==> src/verilog/kbd_pkg.sv <==
// shared widths and helpers; FIFO_DEPTH must stay a power of two for the pointer wrap
package kbd_pkg;

    // buffer depth, also the producer's starting credit
    localparam int FIFO_DEPTH = 8;
    localparam int PTR_W = $clog2(FIFO_DEPTH);
    localparam int CREDIT_W = $clog2(FIFO_DEPTH + 1);

    // clk200m cycles per serial segment bit
    localparam int SEG_BIT_CYCLES = 4;
    localparam int SEG_HALF = SEG_BIT_CYCLES / 2;
    localparam int SEG_CNT_W = $clog2(SEG_BIT_CYCLES);
    localparam int SEG_BITS = 64;
    localparam int SEG_IDX_W = $clog2(SEG_BITS);

    // idle cycles before a partial PS/2 frame is dropped
    localparam int PS2_TIMEOUT = 2000;
    localparam int TIMEOUT_W = $clog2(PS2_TIMEOUT);

    typedef logic [7:0] scan_code_t;
    typedef logic [31:0] disp_num_t;
    // dp,g,f,e,d,c,b,a with dp held at 0
    typedef logic [7:0] seg_pat_t;
    typedef logic [CREDIT_W-1:0] credit_t;
    typedef logic [PTR_W-1:0] fifo_ptr_t;

    // hex digit to active-high segment pattern
    function automatic seg_pat_t hex_to_seg(input logic [3:0] digit);
        case (digit)
            4'h0: hex_to_seg = 8'h3f;
            4'h1: hex_to_seg = 8'h06;
            4'h2: hex_to_seg = 8'h5b;
            4'h3: hex_to_seg = 8'h4f;
            4'h4: hex_to_seg = 8'h66;
            4'h5: hex_to_seg = 8'h6d;
            4'h6: hex_to_seg = 8'h7d;
            4'h7: hex_to_seg = 8'h07;
            4'h8: hex_to_seg = 8'h7f;
            4'h9: hex_to_seg = 8'h6f;
            4'ha: hex_to_seg = 8'h77;
            4'hb: hex_to_seg = 8'h7c;
            4'hc: hex_to_seg = 8'h39;
            4'hd: hex_to_seg = 8'h5e;
            4'he: hex_to_seg = 8'h79;
            default: hex_to_seg = 8'h71;
        endcase
    endfunction

endpackage
==> src/verilog/kbd_seg_top.sv <==
// keyboard-to-display slice; clk200m arrives single-ended, no clock buffering or division here
`timescale 1ns/1ps

module kbd_seg_top (
    input  logic       clk200m,
    input  logic       rst,
    input  logic       ps2_clk,
    input  logic       ps2_data,
    input  logic       hold,
    output logic [7:0] leds,
    output logic       seg_clk,
    output logic       seg_clrn,
    output logic       seg_dout,
    output logic       seg_en
);
    import kbd_pkg::*;

    // producer to FIFO
    logic       push;
    scan_code_t push_code;
    logic       credit_ret;
    logic       overflow;

    // FIFO to display driver
    scan_code_t kb_code;
    logic       kb_ready;
    logic       pop;
    scan_code_t last_code;

    // overflow on top, low bits of the shown code below
    assign leds = {overflow, last_code[6:0]};

    ps2_rx u_ps2_rx (
        .clk200m    (clk200m),
        .rst        (rst),
        .ps2_clk    (ps2_clk),
        .ps2_data   (ps2_data),
        .credit_ret (credit_ret),
        .push       (push),
        .push_code  (push_code),
        .overflow   (overflow)
    );

    scan_fifo u_scan_fifo (
        .clk200m    (clk200m),
        .rst        (rst),
        .push       (push),
        .push_code  (push_code),
        .pop        (pop),
        .kb_code    (kb_code),
        .kb_ready   (kb_ready),
        .credit_ret (credit_ret)
    );

    seg_serial u_seg_serial (
        .clk200m   (clk200m),
        .rst       (rst),
        .kb_code   (kb_code),
        .kb_ready  (kb_ready),
        .hold      (hold),
        .pop       (pop),
        .last_code (last_code),
        .seg_clk   (seg_clk),
        .seg_clrn  (seg_clrn),
        .seg_dout  (seg_dout),
        .seg_en    (seg_en)
    );

endmodule

==> src/verilog/seg_serial.sv <==
// serial 8-digit segment driver; expects an external shift register latched by seg_en rising
`timescale 1ns/1ps

module seg_serial (
    input  logic                clk200m,
    input  logic                rst,
    input  kbd_pkg::scan_code_t kb_code,
    input  logic                kb_ready,
    input  logic                hold,
    output logic                pop,
    output kbd_pkg::scan_code_t last_code,
    output logic                seg_clk,
    output logic                seg_clrn,
    output logic                seg_dout,
    output logic                seg_en
);
    import kbd_pkg::*;

    typedef enum logic [1:0] {
        ser_idle,
        ser_clear,
        ser_shift,
        ser_latch
    } ser_state_t;

    ser_state_t            state;
    disp_num_t             disp_num;
    logic [SEG_BITS-1:0]   image;
    logic [SEG_BITS-1:0]   shreg;
    logic [SEG_CNT_W-1:0]  phase;
    logic [SEG_IDX_W-1:0]  bit_idx;

    // take a code whenever idle and not paused
    assign pop = (state == ser_idle) && !hold && kb_ready;

    // msb of the shift register goes out first
    assign seg_dout = shreg[SEG_BITS-1];

    // digit 7 in the top byte of the image
    always_comb begin
        for (int i = 0; i < 8; i++) begin
            image[i*8 +: 8] = hex_to_seg(disp_num[i*4 +: 4]);
        end
    end

    // display number and the code shown on the leds
    always_ff @(posedge clk200m or posedge rst) begin
        if (rst) begin
            disp_num <= '0;
            last_code <= '0;
        end else if (pop) begin
            // older codes move up one byte
            disp_num <= {disp_num[23:0], kb_code};
            last_code <= kb_code;
        end
    end

    // clear, shift, latch sequence
    always_ff @(posedge clk200m or posedge rst) begin
        if (rst) begin
            state <= ser_idle;
            shreg <= '0;
            phase <= '0;
            bit_idx <= '0;
            seg_clk <= 1'b0;
            seg_clrn <= 1'b1;
            seg_en <= 1'b1;
        end else begin
            case (state)
                ser_idle: begin
                    if (pop) begin
                        state <= ser_clear;
                        seg_clrn <= 1'b0;
                    end
                end
                ser_clear: begin
                    // disp_num already holds the new code here
                    shreg <= image;
                    phase <= '0;
                    bit_idx <= '0;
                    seg_clk <= 1'b0;
                    seg_clrn <= 1'b1;
                    seg_en <= 1'b0;
                    state <= ser_shift;
                end
                ser_shift: begin
                    phase <= phase + 1'b1;
                    // clock high for the second half of the bit
                    if (phase == SEG_CNT_W'(SEG_HALF - 1)) begin
                        seg_clk <= 1'b1;
                    end
                    if (phase == SEG_CNT_W'(SEG_BIT_CYCLES - 1)) begin
                        seg_clk <= 1'b0;
                        phase <= '0;
                        shreg <= {shreg[SEG_BITS-2:0], 1'b0};
                        if (bit_idx == SEG_IDX_W'(SEG_BITS - 1)) begin
                            // all 64 bits out, latch the digits
                            seg_en <= 1'b1;
                            state <= ser_latch;
                        end else begin
                            bit_idx <= bit_idx + 1'b1;
                        end
                    end
                end
                default: begin
                    state <= ser_idle;
                end
            endcase
        end
    end

endmodule

==> src/verilog/scan_fifo.sv <==
// scan-code FIFO; no full check, the producer's credits keep pushes within FIFO_DEPTH
`timescale 1ns/1ps

module scan_fifo (
    input  logic                clk200m,
    input  logic                rst,
    input  logic                push,
    input  kbd_pkg::scan_code_t push_code,
    input  logic                pop,
    output kbd_pkg::scan_code_t kb_code,
    output logic                kb_ready,
    output logic                credit_ret
);
    import kbd_pkg::*;

    scan_code_t     mem [FIFO_DEPTH];
    fifo_ptr_t      wr_ptr;
    fifo_ptr_t      rd_ptr;
    logic [PTR_W:0] count;
    logic           pop_ok;

    // head of queue straight from the array
    assign kb_code = mem[rd_ptr];
    assign kb_ready = (count != '0);

    // pop on empty is ignored
    assign pop_ok = pop & kb_ready;

    // storage
    always_ff @(posedge clk200m) begin
        if (push) begin
            mem[wr_ptr] <= push_code;
        end
    end

    // pointers wrap naturally at the power-of-two depth
    always_ff @(posedge clk200m or posedge rst) begin
        if (rst) begin
            wr_ptr <= '0;
            rd_ptr <= '0;
        end else begin
            if (push) begin
                wr_ptr <= wr_ptr + 1'b1;
            end
            if (pop_ok) begin
                rd_ptr <= rd_ptr + 1'b1;
            end
        end
    end

    // occupancy
    always_ff @(posedge clk200m or posedge rst) begin
        if (rst) begin
            count <= '0;
        end else begin
            case ({push, pop_ok})
                2'b10: count <= count + 1'b1;
                2'b01: count <= count - 1'b1;
                default: count <= count;
            endcase
        end
    end

    // one credit back per freed slot, a cycle after the pop
    always_ff @(posedge clk200m or posedge rst) begin
        if (rst) begin
            credit_ret <= 1'b0;
        end else begin
            credit_ret <= pop_ok;
        end
    end

endmodule

==> src/verilog/ps2_rx.sv <==
// PS/2 receiver; needs PS/2 clock half-periods of at least 8 clk200m cycles, no host-to-device
`timescale 1ns/1ps

module ps2_rx (
    input  logic                clk200m,
    input  logic                rst,
    input  logic                ps2_clk,
    input  logic                ps2_data,
    input  logic                credit_ret,
    output logic                push,
    output kbd_pkg::scan_code_t push_code,
    output logic                overflow
);
    import kbd_pkg::*;

    typedef enum logic [1:0] {
        rx_idle,
        rx_data,
        rx_parity,
        rx_stop
    } rx_state_t;

    rx_state_t            state;
    logic [1:0]           clk_sync;
    logic [1:0]           data_sync;
    logic                 clk_prev;
    logic                 fall;
    logic                 din;
    logic [2:0]           bit_cnt;
    logic                 par_acc;
    logic                 par_ok;
    logic [TIMEOUT_W-1:0] tmo_cnt;
    logic                 tmo_hit;
    scan_code_t           shreg;
    credit_t              credit;
    logic                 frame_done;
    logic                 take;

    // falling edge on the synchronized keyboard clock
    assign fall = clk_prev & ~clk_sync[1];
    assign din = data_sync[1];
    assign tmo_hit = (state != rx_idle) && (tmo_cnt == TIMEOUT_W'(PS2_TIMEOUT - 1));

    // good stop bit with odd parity seen
    assign frame_done = fall && (state == rx_stop) && din && par_ok;
    // only push when the FIFO has granted space
    assign take = frame_done && (credit != '0);

    // two-flop synchronizers, lines idle high
    always_ff @(posedge clk200m or posedge rst) begin
        if (rst) begin
            clk_sync <= 2'b11;
            data_sync <= 2'b11;
            clk_prev <= 1'b1;
        end else begin
            clk_sync <= {clk_sync[0], ps2_clk};
            data_sync <= {data_sync[0], ps2_data};
            clk_prev <= clk_sync[1];
        end
    end

    // frame FSM
    always_ff @(posedge clk200m or posedge rst) begin
        if (rst) begin
            state <= rx_idle;
            bit_cnt <= '0;
            par_acc <= 1'b0;
            par_ok <= 1'b0;
            tmo_cnt <= '0;
        end else begin
            // restart the inactivity timer on every edge
            if (fall || state == rx_idle) begin
                tmo_cnt <= '0;
            end else begin
                tmo_cnt <= tmo_cnt + 1'b1;
            end
            if (tmo_hit) begin
                state <= rx_idle;
            end else if (fall) begin
                case (state)
                    rx_idle: begin
                        // start bit must be 0
                        if (!din) begin
                            state <= rx_data;
                            bit_cnt <= '0;
                            par_acc <= 1'b0;
                        end
                    end
                    rx_data: begin
                        par_acc <= par_acc ^ din;
                        bit_cnt <= bit_cnt + 1'b1;
                        if (bit_cnt == 3'd7) begin
                            state <= rx_parity;
                        end
                    end
                    rx_parity: begin
                        // odd parity over data plus parity bit
                        par_ok <= par_acc ^ din;
                        state <= rx_stop;
                    end
                    default: begin
                        state <= rx_idle;
                    end
                endcase
            end
        end
    end

    // data bits arrive lsb first
    always_ff @(posedge clk200m) begin
        if (fall && state == rx_data) begin
            shreg <= {din, shreg[7:1]};
        end
        if (take) begin
            push_code <= shreg;
        end
    end

    // credits, push strobe and sticky overflow
    always_ff @(posedge clk200m or posedge rst) begin
        if (rst) begin
            credit <= credit_t'(FIFO_DEPTH);
            push <= 1'b0;
            overflow <= 1'b0;
        end else begin
            push <= take;
            case ({take, credit_ret})
                2'b10: credit <= credit - 1'b1;
                2'b01: credit <= credit + 1'b1;
                default: credit <= credit;
            endcase
            // good byte but nowhere to put it
            if (frame_done && credit == '0) begin
                overflow <= 1'b1;
            end
        end
    end

endmodule

==> config.mk <==
export PLATFORM = sky130hd
export DESIGN_NAME = kbd_seg_top
export DESIGN_NICKNAME = d
export VERILOG_FILES = /design/src/verilog/kbd_pkg.sv /design/src/verilog/kbd_seg_top.sv /design/src/verilog/seg_serial.sv /design/src/verilog/scan_fifo.sv /design/src/verilog/ps2_rx.sv
export SDC_FILE = /design/constraint.sdc
export NUM_CORES = 1
export LEC_CHECK = 0
export ABC_AREA = 1
export BUFFER_PORTS_ARGS = -buffer_cell sky130_fd_sc_hd__clkbuf_2
export CAP_MARGIN = 15
export CORE_ASPECT_RATIO = 2
export CORE_MARGIN = 2
export CORE_UTILIZATION = 40
export DETAILED_ROUTE_END_ITERATION = 10
export GPL_TIMING_DRIVEN = 1
export PLACE_DENSITY = 0.52
export SYNTH_ARGS = -nofsm -noshare
export SYNTH_HDL_FRONTEND = slang
export SYNTH_HIERARCHICAL = 1
export SYNTH_SLANG_ARGS = --single-unit
==> constraint.sdc <==
create_clock -name clk200m -period 9.1 [get_ports clk200m]
set_input_delay 0 -clock clk200m [delete_from_list [all_inputs] [get_ports clk200m]]
set_output_delay 0 -clock clk200m [all_outputs]
set_load 0.05 [all_outputs]
==> metrics, run 1 <==
largest net degree at the start of global routing 74; crit path time final ~3600 ps; Worst-path clk slew 60 ps; root buffer cell clkbuf_16; I/O pins 17; global route total overflow 0; Rel. slew slack 0.341; P_leak 5.82 nW; most frequent cells in the layout nand2_1 (306), o21ai_0 (184), dfrtp_1 (141); initial antenna violation count 0; clock buffer depth 3; routed wire length ~27 mm; final worst slack 5490 ps; antenna viol nets, final 0; Post-Place Cells about 1700; dpl ws 5390 ps; Reg power frac 0.363; Initial Util 0.406; Warnings, synthesis 6; die area 31400 um2; DR WL/cell ~16 um; Max FO, Critical Path 62; Nets 1429; routability cong. 0.794; area of the mapped netlist between 10000 and 15000 um2; Int Power between 2 and 2.5 mW; vias per std cell 5.00; Layout Utilization 0.439; clock buffer count from CTS 23; Finished Layout Cells between 1500 and 2000; Pwr Density ~330 nW/um2; fmax ~0.28 GHz; clk_skew 10.4 ps; critical setup path kind register to register; setup violators final 0; TNS Setup 0 ps; Worst R2R Setup Slack approximately 5500 ps; Mapped Cells 1362; die height around 250 um; first-pass GRT wire length 43.8 mm; CP required between 9000 and 10000 ps; maxcap violations 0; clock share of power 0.223; Final Cycle Share 0.397; H-tree levels 1; fin. max-slew vios 0; Port Buffers 16; Startpoint Class register; vias around 8600; CTS Sinks between 200 and 250; worst skew pair latency 530 ps; layout cells sized above 1 0.0756; DP Area between 10000 and 15000 um2; gr usage total 0.172; Fillers 2878; Design Power approximately 4.3 mW; Hold Worst Slack 70.4 ps; vias in the first global route roughly 8900; CTS tree yes; synthesized area per cell slightly below 9 um2; commonest non-fill, non-tap cell in the layout nand2_1; net switching power about 1.9 mW; dpl hpwl roughly 18 mm; Worst EP arrival approximately 4000 ps; Die Span X between 100 and 150 um; CTS resizes 0; Critical Path End Type register; Syn-to-layout area delta 8.30%; Final Hold Viols 0; Slew @ Worst Pin just under 1000 ps; Core Region 29500 um2; Remaining DRCs 0; RSZ-0062 raised after global routing no; Site Rows roughly 90; Synthesized Nets 1444; Pre-Repair DR Iteration Count 5; hold crit path type input port to asynchronous set/reset pin; post-route cell area approximately 13000 um2; Logic pwr share 0.414; DR iter-0 viols 441; VDD IR max 0.165 mV; status finished clean; Antenna Diode Count 0; Switching Fraction 0.427
[final cells by class]
class / count / area, um2 / area share
multi-input cells: 918 / 4870 / 0.376
well taps: 364 / 455 / 0.0351
clock buffers: 30 / 612 / 0.0472
inverters: 149 / 562 / 0.0433
clock inverters: 11 / 136 / 0.0105
repair buffers: 26 / 183 / 0.0141
flip-flops and latches: 229 / 6140 / 0.474
[final timing paths]
| check | depth (start not counted) | to | from |
|---|---|---|---|
| min | 3 | u_scan_fifo/count[3] | rst |
| max reg2reg | 11 | u_seg_serial/shreg[18] | u_seg_serial/state[0] |
| max in group asynchronous | 4 | u_seg_serial/last_code[1] | rst |
| min in group clk200m | 2 | u_ps2_rx/clk_sync[0] | ps2_clk |
| min reg2reg | 0 | u_ps2_rx/clk_sync[1] | u_ps2_rx/clk_sync[0] |
| max | 11 | u_seg_serial/shreg[18] | u_seg_serial/state[0] |
[what timing repair did]
action,in CTS,in global routing
endpoints found under the hold margin,78,0
hold buffers,3,0
setup buffers,0,0
[flip-flops by register name (all words and copies together) (netlist names), 3 cells and up]
name                    cells
u_scan_fifo/mem            64
u_seg_serial/shreg         64
u_ps2_rx/tmo_cnt           11
u_scan_fifo/rd_ptr          3
u_seg_serial/disp_num      25
u_seg_serial/bit_idx        6
u_scan_fifo/wr_ptr          3
u_ps2_rx/bit_cnt            3
u_seg_serial/last_code      7
u_ps2_rx/shreg              8
u_ps2_rx/credit             4
u_ps2_rx/push_code          8
u_scan_fifo/count           4
[power by group through the flow]
stage,logic (mW),clock network [mW],registers [mW]
detailed placement,1.79,0,1.61
global route,2.08,1.03,1.62
finish,1.80,0.966,1.58
global placement,1.77,0,1.61
floorplan,1.49,0,1.50
CTS,1.80,0.999,1.60
[layer usage]
| metal | vias to the layer above | wire [um] | GRT usage | part of all wire |
|---|---|---|---|---|
| met5 | - | 0 | 0 | 0 |
| met4 | 0 | 780 | 0.0590 | 0.029 |
| met3 | 41 | 675 | 0.0217 | 0.025 |
| met2 | 76 | 15600 | 0.351 | 0.58 |
| met1 | 4119 | 9720 | 0.170 | 0.36 |
| li1 | 4394 | - | - | - |
[worst max-delay path: stages (launching register included)]
cell	delay (ps)
dfrtp_1	410
inv_1	100
ha_2	160
buf_4	500
inv_1	80
buf_4	290
nand2_2	500
nand2_4	500
inv_2	600
a21oi_1	90
o21ai_1	90
o21ai_0	90
(Power assumes the default switching activity.)
==> run 2: changes to the inputs <==
--- a/config.mk
+++ b/config.mk
@@ -5,7 +5,7 @@
 export SDC_FILE = /design/constraint.sdc
 export NUM_CORES = 1
 export LEC_CHECK = 0
-export ABC_AREA = 1
+export ABC_AREA = 0
 export BUFFER_PORTS_ARGS = -buffer_cell sky130_fd_sc_hd__clkbuf_2
 export CAP_MARGIN = 15
 export CORE_ASPECT_RATIO = 2
@@ -13,7 +13,7 @@
 export CORE_UTILIZATION = 40
 export DETAILED_ROUTE_END_ITERATION = 10
 export GPL_TIMING_DRIVEN = 1
-export PLACE_DENSITY = 0.52
+export PLACE_DENSITY = 0.54
 export SYNTH_ARGS = -nofsm -noshare
 export SYNTH_HDL_FRONTEND = slang
 export SYNTH_HIERARCHICAL = 1
==> constraint.sdc (replaced) <==
create_clock -name clk200m -period 3 [get_ports clk200m]
set_input_delay 0 -clock clk200m [delete_from_list [all_inputs] [get_ports clk200m]]
set_output_delay 0 -clock clk200m [all_outputs]
set_load 0.05 [all_outputs]
==> metrics, run 2 <==
die height 245 um (was 249 um); synthesized area per cell 11.8 um2 (was 8.79 um2); CTS Sinks 229 (unchanged); Startpoint Class register (unchanged); Worst-path clk slew 70 ps (was 60 ps); Max FO, Critical Path 5 (was 62); area of the mapped netlist 11600 um2 (was 12000 um2); Layout Utilization 0.447 (was 0.439); final worst slack 194 ps (was 5490 ps); max incr delay on CP 470 ps (was 600 ps); vias per std cell 5.46 (was 5.00); crit path time final 2810 ps (was 3610 ps); Hold Worst Slack 95.1 ps (was 70.4 ps); Critical Path End Type register (unchanged); die area 30600 um2 (was 31400 um2); clock buffer depth 3 (unchanged); clk_skew 27.4 ps (was 10.4 ps); Core Region 28700 um2 (was 29500 um2); VDD IR max 0.522 mV (was 0.165 mV); Synthesized Nets 1068 (was 1444); Initial Util 0.405 (was 0.406); worst skew pair latency 530 ps (about the same); reg2reg start u_ps2_rx/state[0] (was u_seg_serial/state[0]); Site Rows 88 (was 89); Syn-to-layout area delta 10.3% (was 8.30%); setup violators final 0 (unchanged); most frequent cells in the layout dfrtp_1 (141), edfxtp_1 (80), ha_1 (76) (was nand2_1 (306), o21ai_0 (184), dfrtp_1 (141)); crit path launch u_ps2_rx/state[0] (was u_seg_serial/state[0]); Final Cycle Share 0.935 (was 0.397); fmax 0.356 GHz (was 0.277 GHz); gr usage total 0.163 (was 0.172); Die Span X 125 um (was 126 um); fin. max-slew vios 0 (unchanged); root buffer cell clkbuf_16 (unchanged); Remaining DRCs 0 (unchanged); Antenna Diode Count 0 (unchanged); Nets 1064 (was 1429); TNS Setup 0 ps (unchanged); P_leak 5.14 nW (was 5.82 nW); Pwr Density 1010 nW/um2 (was 335 nW/um2); post-route cell area 12800 um2 (was 13000 um2); DR WL/cell 18.2 um (was 15.5 um); CTS tree yes (unchanged); routability cong. 0.798 (was 0.794); routed wire length 24.7 mm (was 26.8 mm); Crit-path slowest cell a2111oi_0 (was inv_2); first-pass GRT wire length 40.4 mm (was 43.8 mm); layout cells sized above 1 0.128 (was 0.0756); Warnings, synthesis 6 (unchanged); commonest non-fill, non-tap cell in the layout dfrtp_1 (was nand2_1); DP Area 12000 um2 (was 12200 um2); Slew @ Worst Pin 949 ps (was 985 ps); dpl hpwl 17.2 mm (was 18.5 mm); crit-path most repeated cell ha_1; CP required 3440 ps (was 9480 ps); largest net degree at the start of global routing 59 (was 74); status finished clean (unchanged); Mapped Cells 986 (was 1362); vias in the first global route 7807 (was 8863); Port Buffers 16 (unchanged); CP Cell Sequence ha_1, nand3_1, or3_1, ha_1, inv_1, ha_1, a21o_1, a2111oi_0, a31oi_1, a221o_1 (was inv_1, ha_2, buf_4, inv_1, buf_4, nand2_2, nand2_4, inv_2, a21oi_1, o21ai_1, o21ai_0); top flop regs u_scan_fifo/mem x64, u_seg_serial/shreg x64, u_seg_serial/disp_num x25 (unchanged); clock buffer count from CTS 23 (unchanged); Worst EP arrival 3250 ps (was 3990 ps); hold crit path type input port to asynchronous set/reset pin (unchanged); critical setup path kind register to register (unchanged); global route total overflow 0 (unchanged); antenna viol nets, final 0 (unchanged); I/O pins 17 (unchanged); Final Hold Viols 0 (unchanged); Pre-Repair DR Iteration Count 4 (was 5); H-tree levels 1 (unchanged); CTS resizes 0 (unchanged); Fillers 2671 (was 2878); DR iter-0 viols 275 (was 441); dpl ws 256 ps (was 5390 ps); initial antenna violation count 0 (unchanged); Rel. slew slack 0.365 (was 0.341); maxcap violations 0 (unchanged); vias 7419 (was 8630); RSZ-0062 raised after global routing no (unchanged)
[run 2: cell count changes in the layout (fill, tap and decap cells not counted), sizes merged, moves of 14 or more]
cell    change
mux2       +26
o22ai      +27
mux2i      +16
nor2       -97
mux4       +22
a211oi     +20
nor2b      +23
nand2     -240
nand2b     +14
inv        -96
o21ai     -172
nand3      -37
[run 2: where the power goes]
part | internal, mW | leakage (nW) | switching [mW] | total, mW
clock network | 1.88 | 0.391 | 1.25 | 3.12
logic | 2.10 | 2.24 | 2.59 | 4.69
registers | 4.05 | 2.52 | 1.05 | 5.10
total | 8.03 | 5.14 | 4.88 | 12.9
[run 2: cell type report]
class                   count  area (um2)  area share
inverters                  54         205      0.0160
clock buffers              27         601      0.0468
flip-flops and latches    229        6140       0.478
clock inverters            15         215      0.0168
well taps                 360         450      0.0351
repair buffers             38         275      0.0214
multi-input cells         636        4950       0.386
[run 2: stage by stage]
step | std cells | power, mW
3_3_place_gp | 1312 | 9.83
6_report | 1359 | 12.9
3_5_place_dp | 1312 | 9.92
5_1_grt | 1359 | 13.9
4_1_cts | 1358 | 13.1
2_1_floorplan | 986 | 8.77
[run 2: worst paths after layout]
| check | endpoint | slack (ps) | cells after the start |
|---|---|---|---|
| setup / recovery | u_ps2_rx/credit[3] | 190 | 10 |
| hold / removal | u_scan_fifo/wr_ptr[0] | 100 | 3 |
| setup reg to reg | u_ps2_rx/credit[3] | 190 | 10 |
| hold reg to reg | u_ps2_rx/data_sync[1] | 370 | 0 |
| max in group asynchronous | u_seg_serial/shreg[52] | 2020 | 4 |
| min in group clk200m | u_ps2_rx/clk_sync[0] | 100 | 2 |
[run 2: repair_timing]
item,4_1_cts,5_1_grt
buffers inserted,0,0
hold buffers,4,0
endpoints found under the hold margin,93,0
[run 2: layer usage]
layer	up-vias	track usage	wire (um)
met4	0	0.0601	762
met2	83	0.333	14300
met5	-	0	0
met1	3677	0.162	8930
li1	3617	-	-
met3	42	0.0231	685
[run 2: critical path: cells and delay by family, from the launching register on]
family	cells	cell delay [ps]
AO/OA/AOI/OAI	4	1080
adder cells (fa/ha/maj)	3	650
AND/OR/NAND/NOR	2	450
flip-flops	1	400
buffers and inverters	1	150
==> run 3: changes to the inputs <==
==> constraint.sdc (replaced) <==
create_clock -name clk200m -period 2.32 [get_ports clk200m]
set_input_delay 0 -clock clk200m [delete_from_list [all_inputs] [get_ports clk200m]]
set_output_delay 0 -clock clk200m [all_outputs]
set_load 0.05 [all_outputs]
==> metrics, run 3 (synthesized netlist as in run 2, its figures left out) <==
die height 245 um (unchanged); clock share of power 0.228 (was 0.242); Syn-to-layout area delta 14.7% (was 10.3%); worst skew pair latency 520 ps (was 530 ps); area of the multi-input gates 5090 um2 (was 4950 um2); most frequent cells in the layout dfrtp_1 (141), edfxtp_1 (80), ha_1 (70) (was dfrtp_1 (141), edfxtp_1 (80), ha_1 (76)); CTS Sinks 229 (unchanged); Switching Fraction 0.379 (was 0.378); DR iter-0 viols 267 (was 275); clk_skew 15.8 ps (was 27.4 ps); maxcap violations 0 (unchanged); Post-Place Cells 1356 (was 1312); vias in the first global route 7913 (was 7807); dpl hpwl 17.6 mm (was 17.2 mm); Worst R2R Setup Slack -100 ps (was 190 ps); first-pass GRT wire length 41.1 mm (was 40.4 mm); Final Cycle Share 1.04 (was 0.935); DR WL/cell 17.9 um (was 18.2 um); clock buffer depth 3 (unchanged); Fillers 2613 (was 2671); Reg power frac 0.377 (was 0.395); largest net degree at the start of global routing 42 (was 59); Finished Layout Cells 1408 (was 1359); Remaining DRCs 0 (unchanged); Site Rows 88 (unchanged); vias per std cell 5.44 (was 5.46); layout cells sized above 1 0.188 (was 0.128); Critical Path End Type register (unchanged); top flop regs u_scan_fifo/mem x64, u_seg_serial/shreg x64, u_seg_serial/disp_num x25 (unchanged); Nets 1114 (was 1064); die area 30600 um2 (unchanged); DP Area 12300 um2 (was 12000 um2); I/O pins 17 (unchanged); CP required 2770 ps (was 3440 ps); global route total overflow 0 (unchanged); routed wire length 25.3 mm (was 24.7 mm); setup violators final 1 (was 0); root buffer cell clkbuf_16 (unchanged); crit path time final 2420 ps (was 2810 ps); crit-path most repeated cell ha_4 (was ha_1); critical setup path kind register to register (unchanged); gr usage total 0.166 (was 0.163); Pwr Density 1300 nW/um2 (was 1010 nW/um2); hold crit path type input port to asynchronous set/reset pin (unchanged); Port Buffers 16 (unchanged); register area 6140 um2 (unchanged); Rel. slew slack 0.508 (was 0.365); routability cong. 0.793 (was 0.798); Pre-Repair DR Iteration Count 4 (unchanged); max incr delay on CP 550 ps (was 470 ps); Hold Worst Slack 81.1 ps (was 95.1 ps); Max FO, Critical Path 3 (was 5); Antenna Diode Count 0 (unchanged); failing checks negative setup slack; R2R cell count 9 (was 10); antenna viol nets, final 0 (unchanged); Initial Util 0.405 (unchanged); reg2reg end u_ps2_rx/credit[3] (unchanged); Slew @ Worst Pin 737 ps (was 949 ps); VDD IR max 0.569 mV (was 0.522 mV); Logic pwr share 0.395 (was 0.363); initial antenna violation count 0 (unchanged); reg2reg start u_ps2_rx/clk_prev (was u_ps2_rx/state[0]); Final Hold Viols 0 (unchanged); post-route cell area 13300 um2 (was 12800 um2); fmax 0.413 GHz (was 0.356 GHz); Int Power 10.8 mW (was 8.03 mW); RSZ-0062 raised after global routing yes (was no); Crit-path slowest cell dfstp_2 (was a2111oi_0); net switching power 6.58 mW (was 4.88 mW); Core Region 28700 um2 (unchanged); P_leak 5.39 nW (was 5.14 nW); Worst EP arrival 2870 ps (was 3250 ps); commonest non-fill, non-tap cell in the layout dfrtp_1 (unchanged); status finished with violations (was finished clean); final worst slack -99.8 ps (was 194 ps); CTS tree yes (unchanged); fin. max-slew vios 0 (unchanged); Die Span X 125 um (unchanged); H-tree levels 1 (unchanged); CP Cell Sequence nand2b_4, or3_4, ha_4, inv_4, ha_4, a21o_1, a2111oi_4, a31oi_1, a221o_1 (was ha_1, nand3_1, or3_1, ha_1, inv_1, ha_1, a21o_1, a2111oi_0, a31oi_1, a221o_1); vias 7663 (was 7419); Startpoint Class register (unchanged); clock buffer count from CTS 23 (unchanged); Layout Utilization 0.464 (was 0.447); Worst-path clk slew 60 ps (was 70 ps)
run 3: changes by cell type in the layout (fill, tap and decap cells not counted), sizes merged:
cell,delta
buf,+50
clkinv,+3
inv,-2
bufinv,-1
clkbuf,-1
run 3: through the flow:
| step | setup WS [ps] | power, mW | setup TNS, ps |
|---|---|---|---|
| after global routing | -210 | 18.6 | -248 |
| after detailed placement | -132 | 13.3 | -302 |
| after CTS | -99.7 | 17.5 | -99.7 |
| after global placement | -143 | 13.2 | -311 |
| final | -99.8 | 17.3 | -99.8 |
| after floorplan | -510 | 11.4 | -1250 |
run 3: cell type report:
cell class,instances,share of cell area
multi-input combinational,636,0.382
tap,360,0.0338
clock buffer,26,0.0455
sequential,229,0.460
clock inverter,15,0.0137
inverter,54,0.0158
timing repair buffer,88,0.0494
run 3: worst max path at each step:
| stage | start | endpoint | slack [ps] | cells after the start |
|---|---|---|---|---|
| after global routing | u_ps2_rx/state[0] | u_ps2_rx/credit[3] | -210 | 10 |
| final | u_ps2_rx/clk_prev | u_ps2_rx/credit[3] | -100 | 9 |
| after global placement | u_ps2_rx/data_sync[1] | u_ps2_rx/credit[3] | -140 | 9 |
| after floorplan | u_scan_fifo/count[1] | u_scan_fifo/count[3] | -510 | 11 |
| after CTS | u_ps2_rx/data_sync[1] | u_ps2_rx/credit[3] | -100 | 9 |
| after detailed placement | u_ps2_rx/data_sync[1] | u_ps2_rx/credit[3] | -130 | 9 |
run 3: timing repair:
| item | in CTS | in global routing |
|---|---|---|
| hold endpoints to repair | 68 | 0 |
| hold buffers | 4 | 0 |
| buffers inserted | 3 | 4 |
| pin swaps | 4 | 10 |
| gates resized for setup | 10 | 10 |
| endpoints found under the setup margin | 3 | 3 |
run 3: critical path: cells and delay by family, from the launching register on:
family | cells | cell delay, ps
buf+inv | 1 | 70
fa+ha+maj | 2 | 370
compound gates | 4 | 890
flops | 1 | 550
simple gates | 2 | 470
run 3: power by group through the flow:
stage          sequential (mW)  clock, mW  combinational (mW)
6_report                  6.54       3.95                6.85
5_1_grt                   6.74       4.20                7.70
4_1_cts                   6.55       4.07                6.85
3_5_place_dp              6.61          0                6.74
3_3_place_gp              6.58          0                6.63
2_1_floorplan             6.01          0                5.42
run 3: per-layer routing:
metal  global-route usage  wire length, um
met1                0.165             9060
met2                0.346            14900
met4               0.0572              675
met5                    0                0
met3               0.0187              663
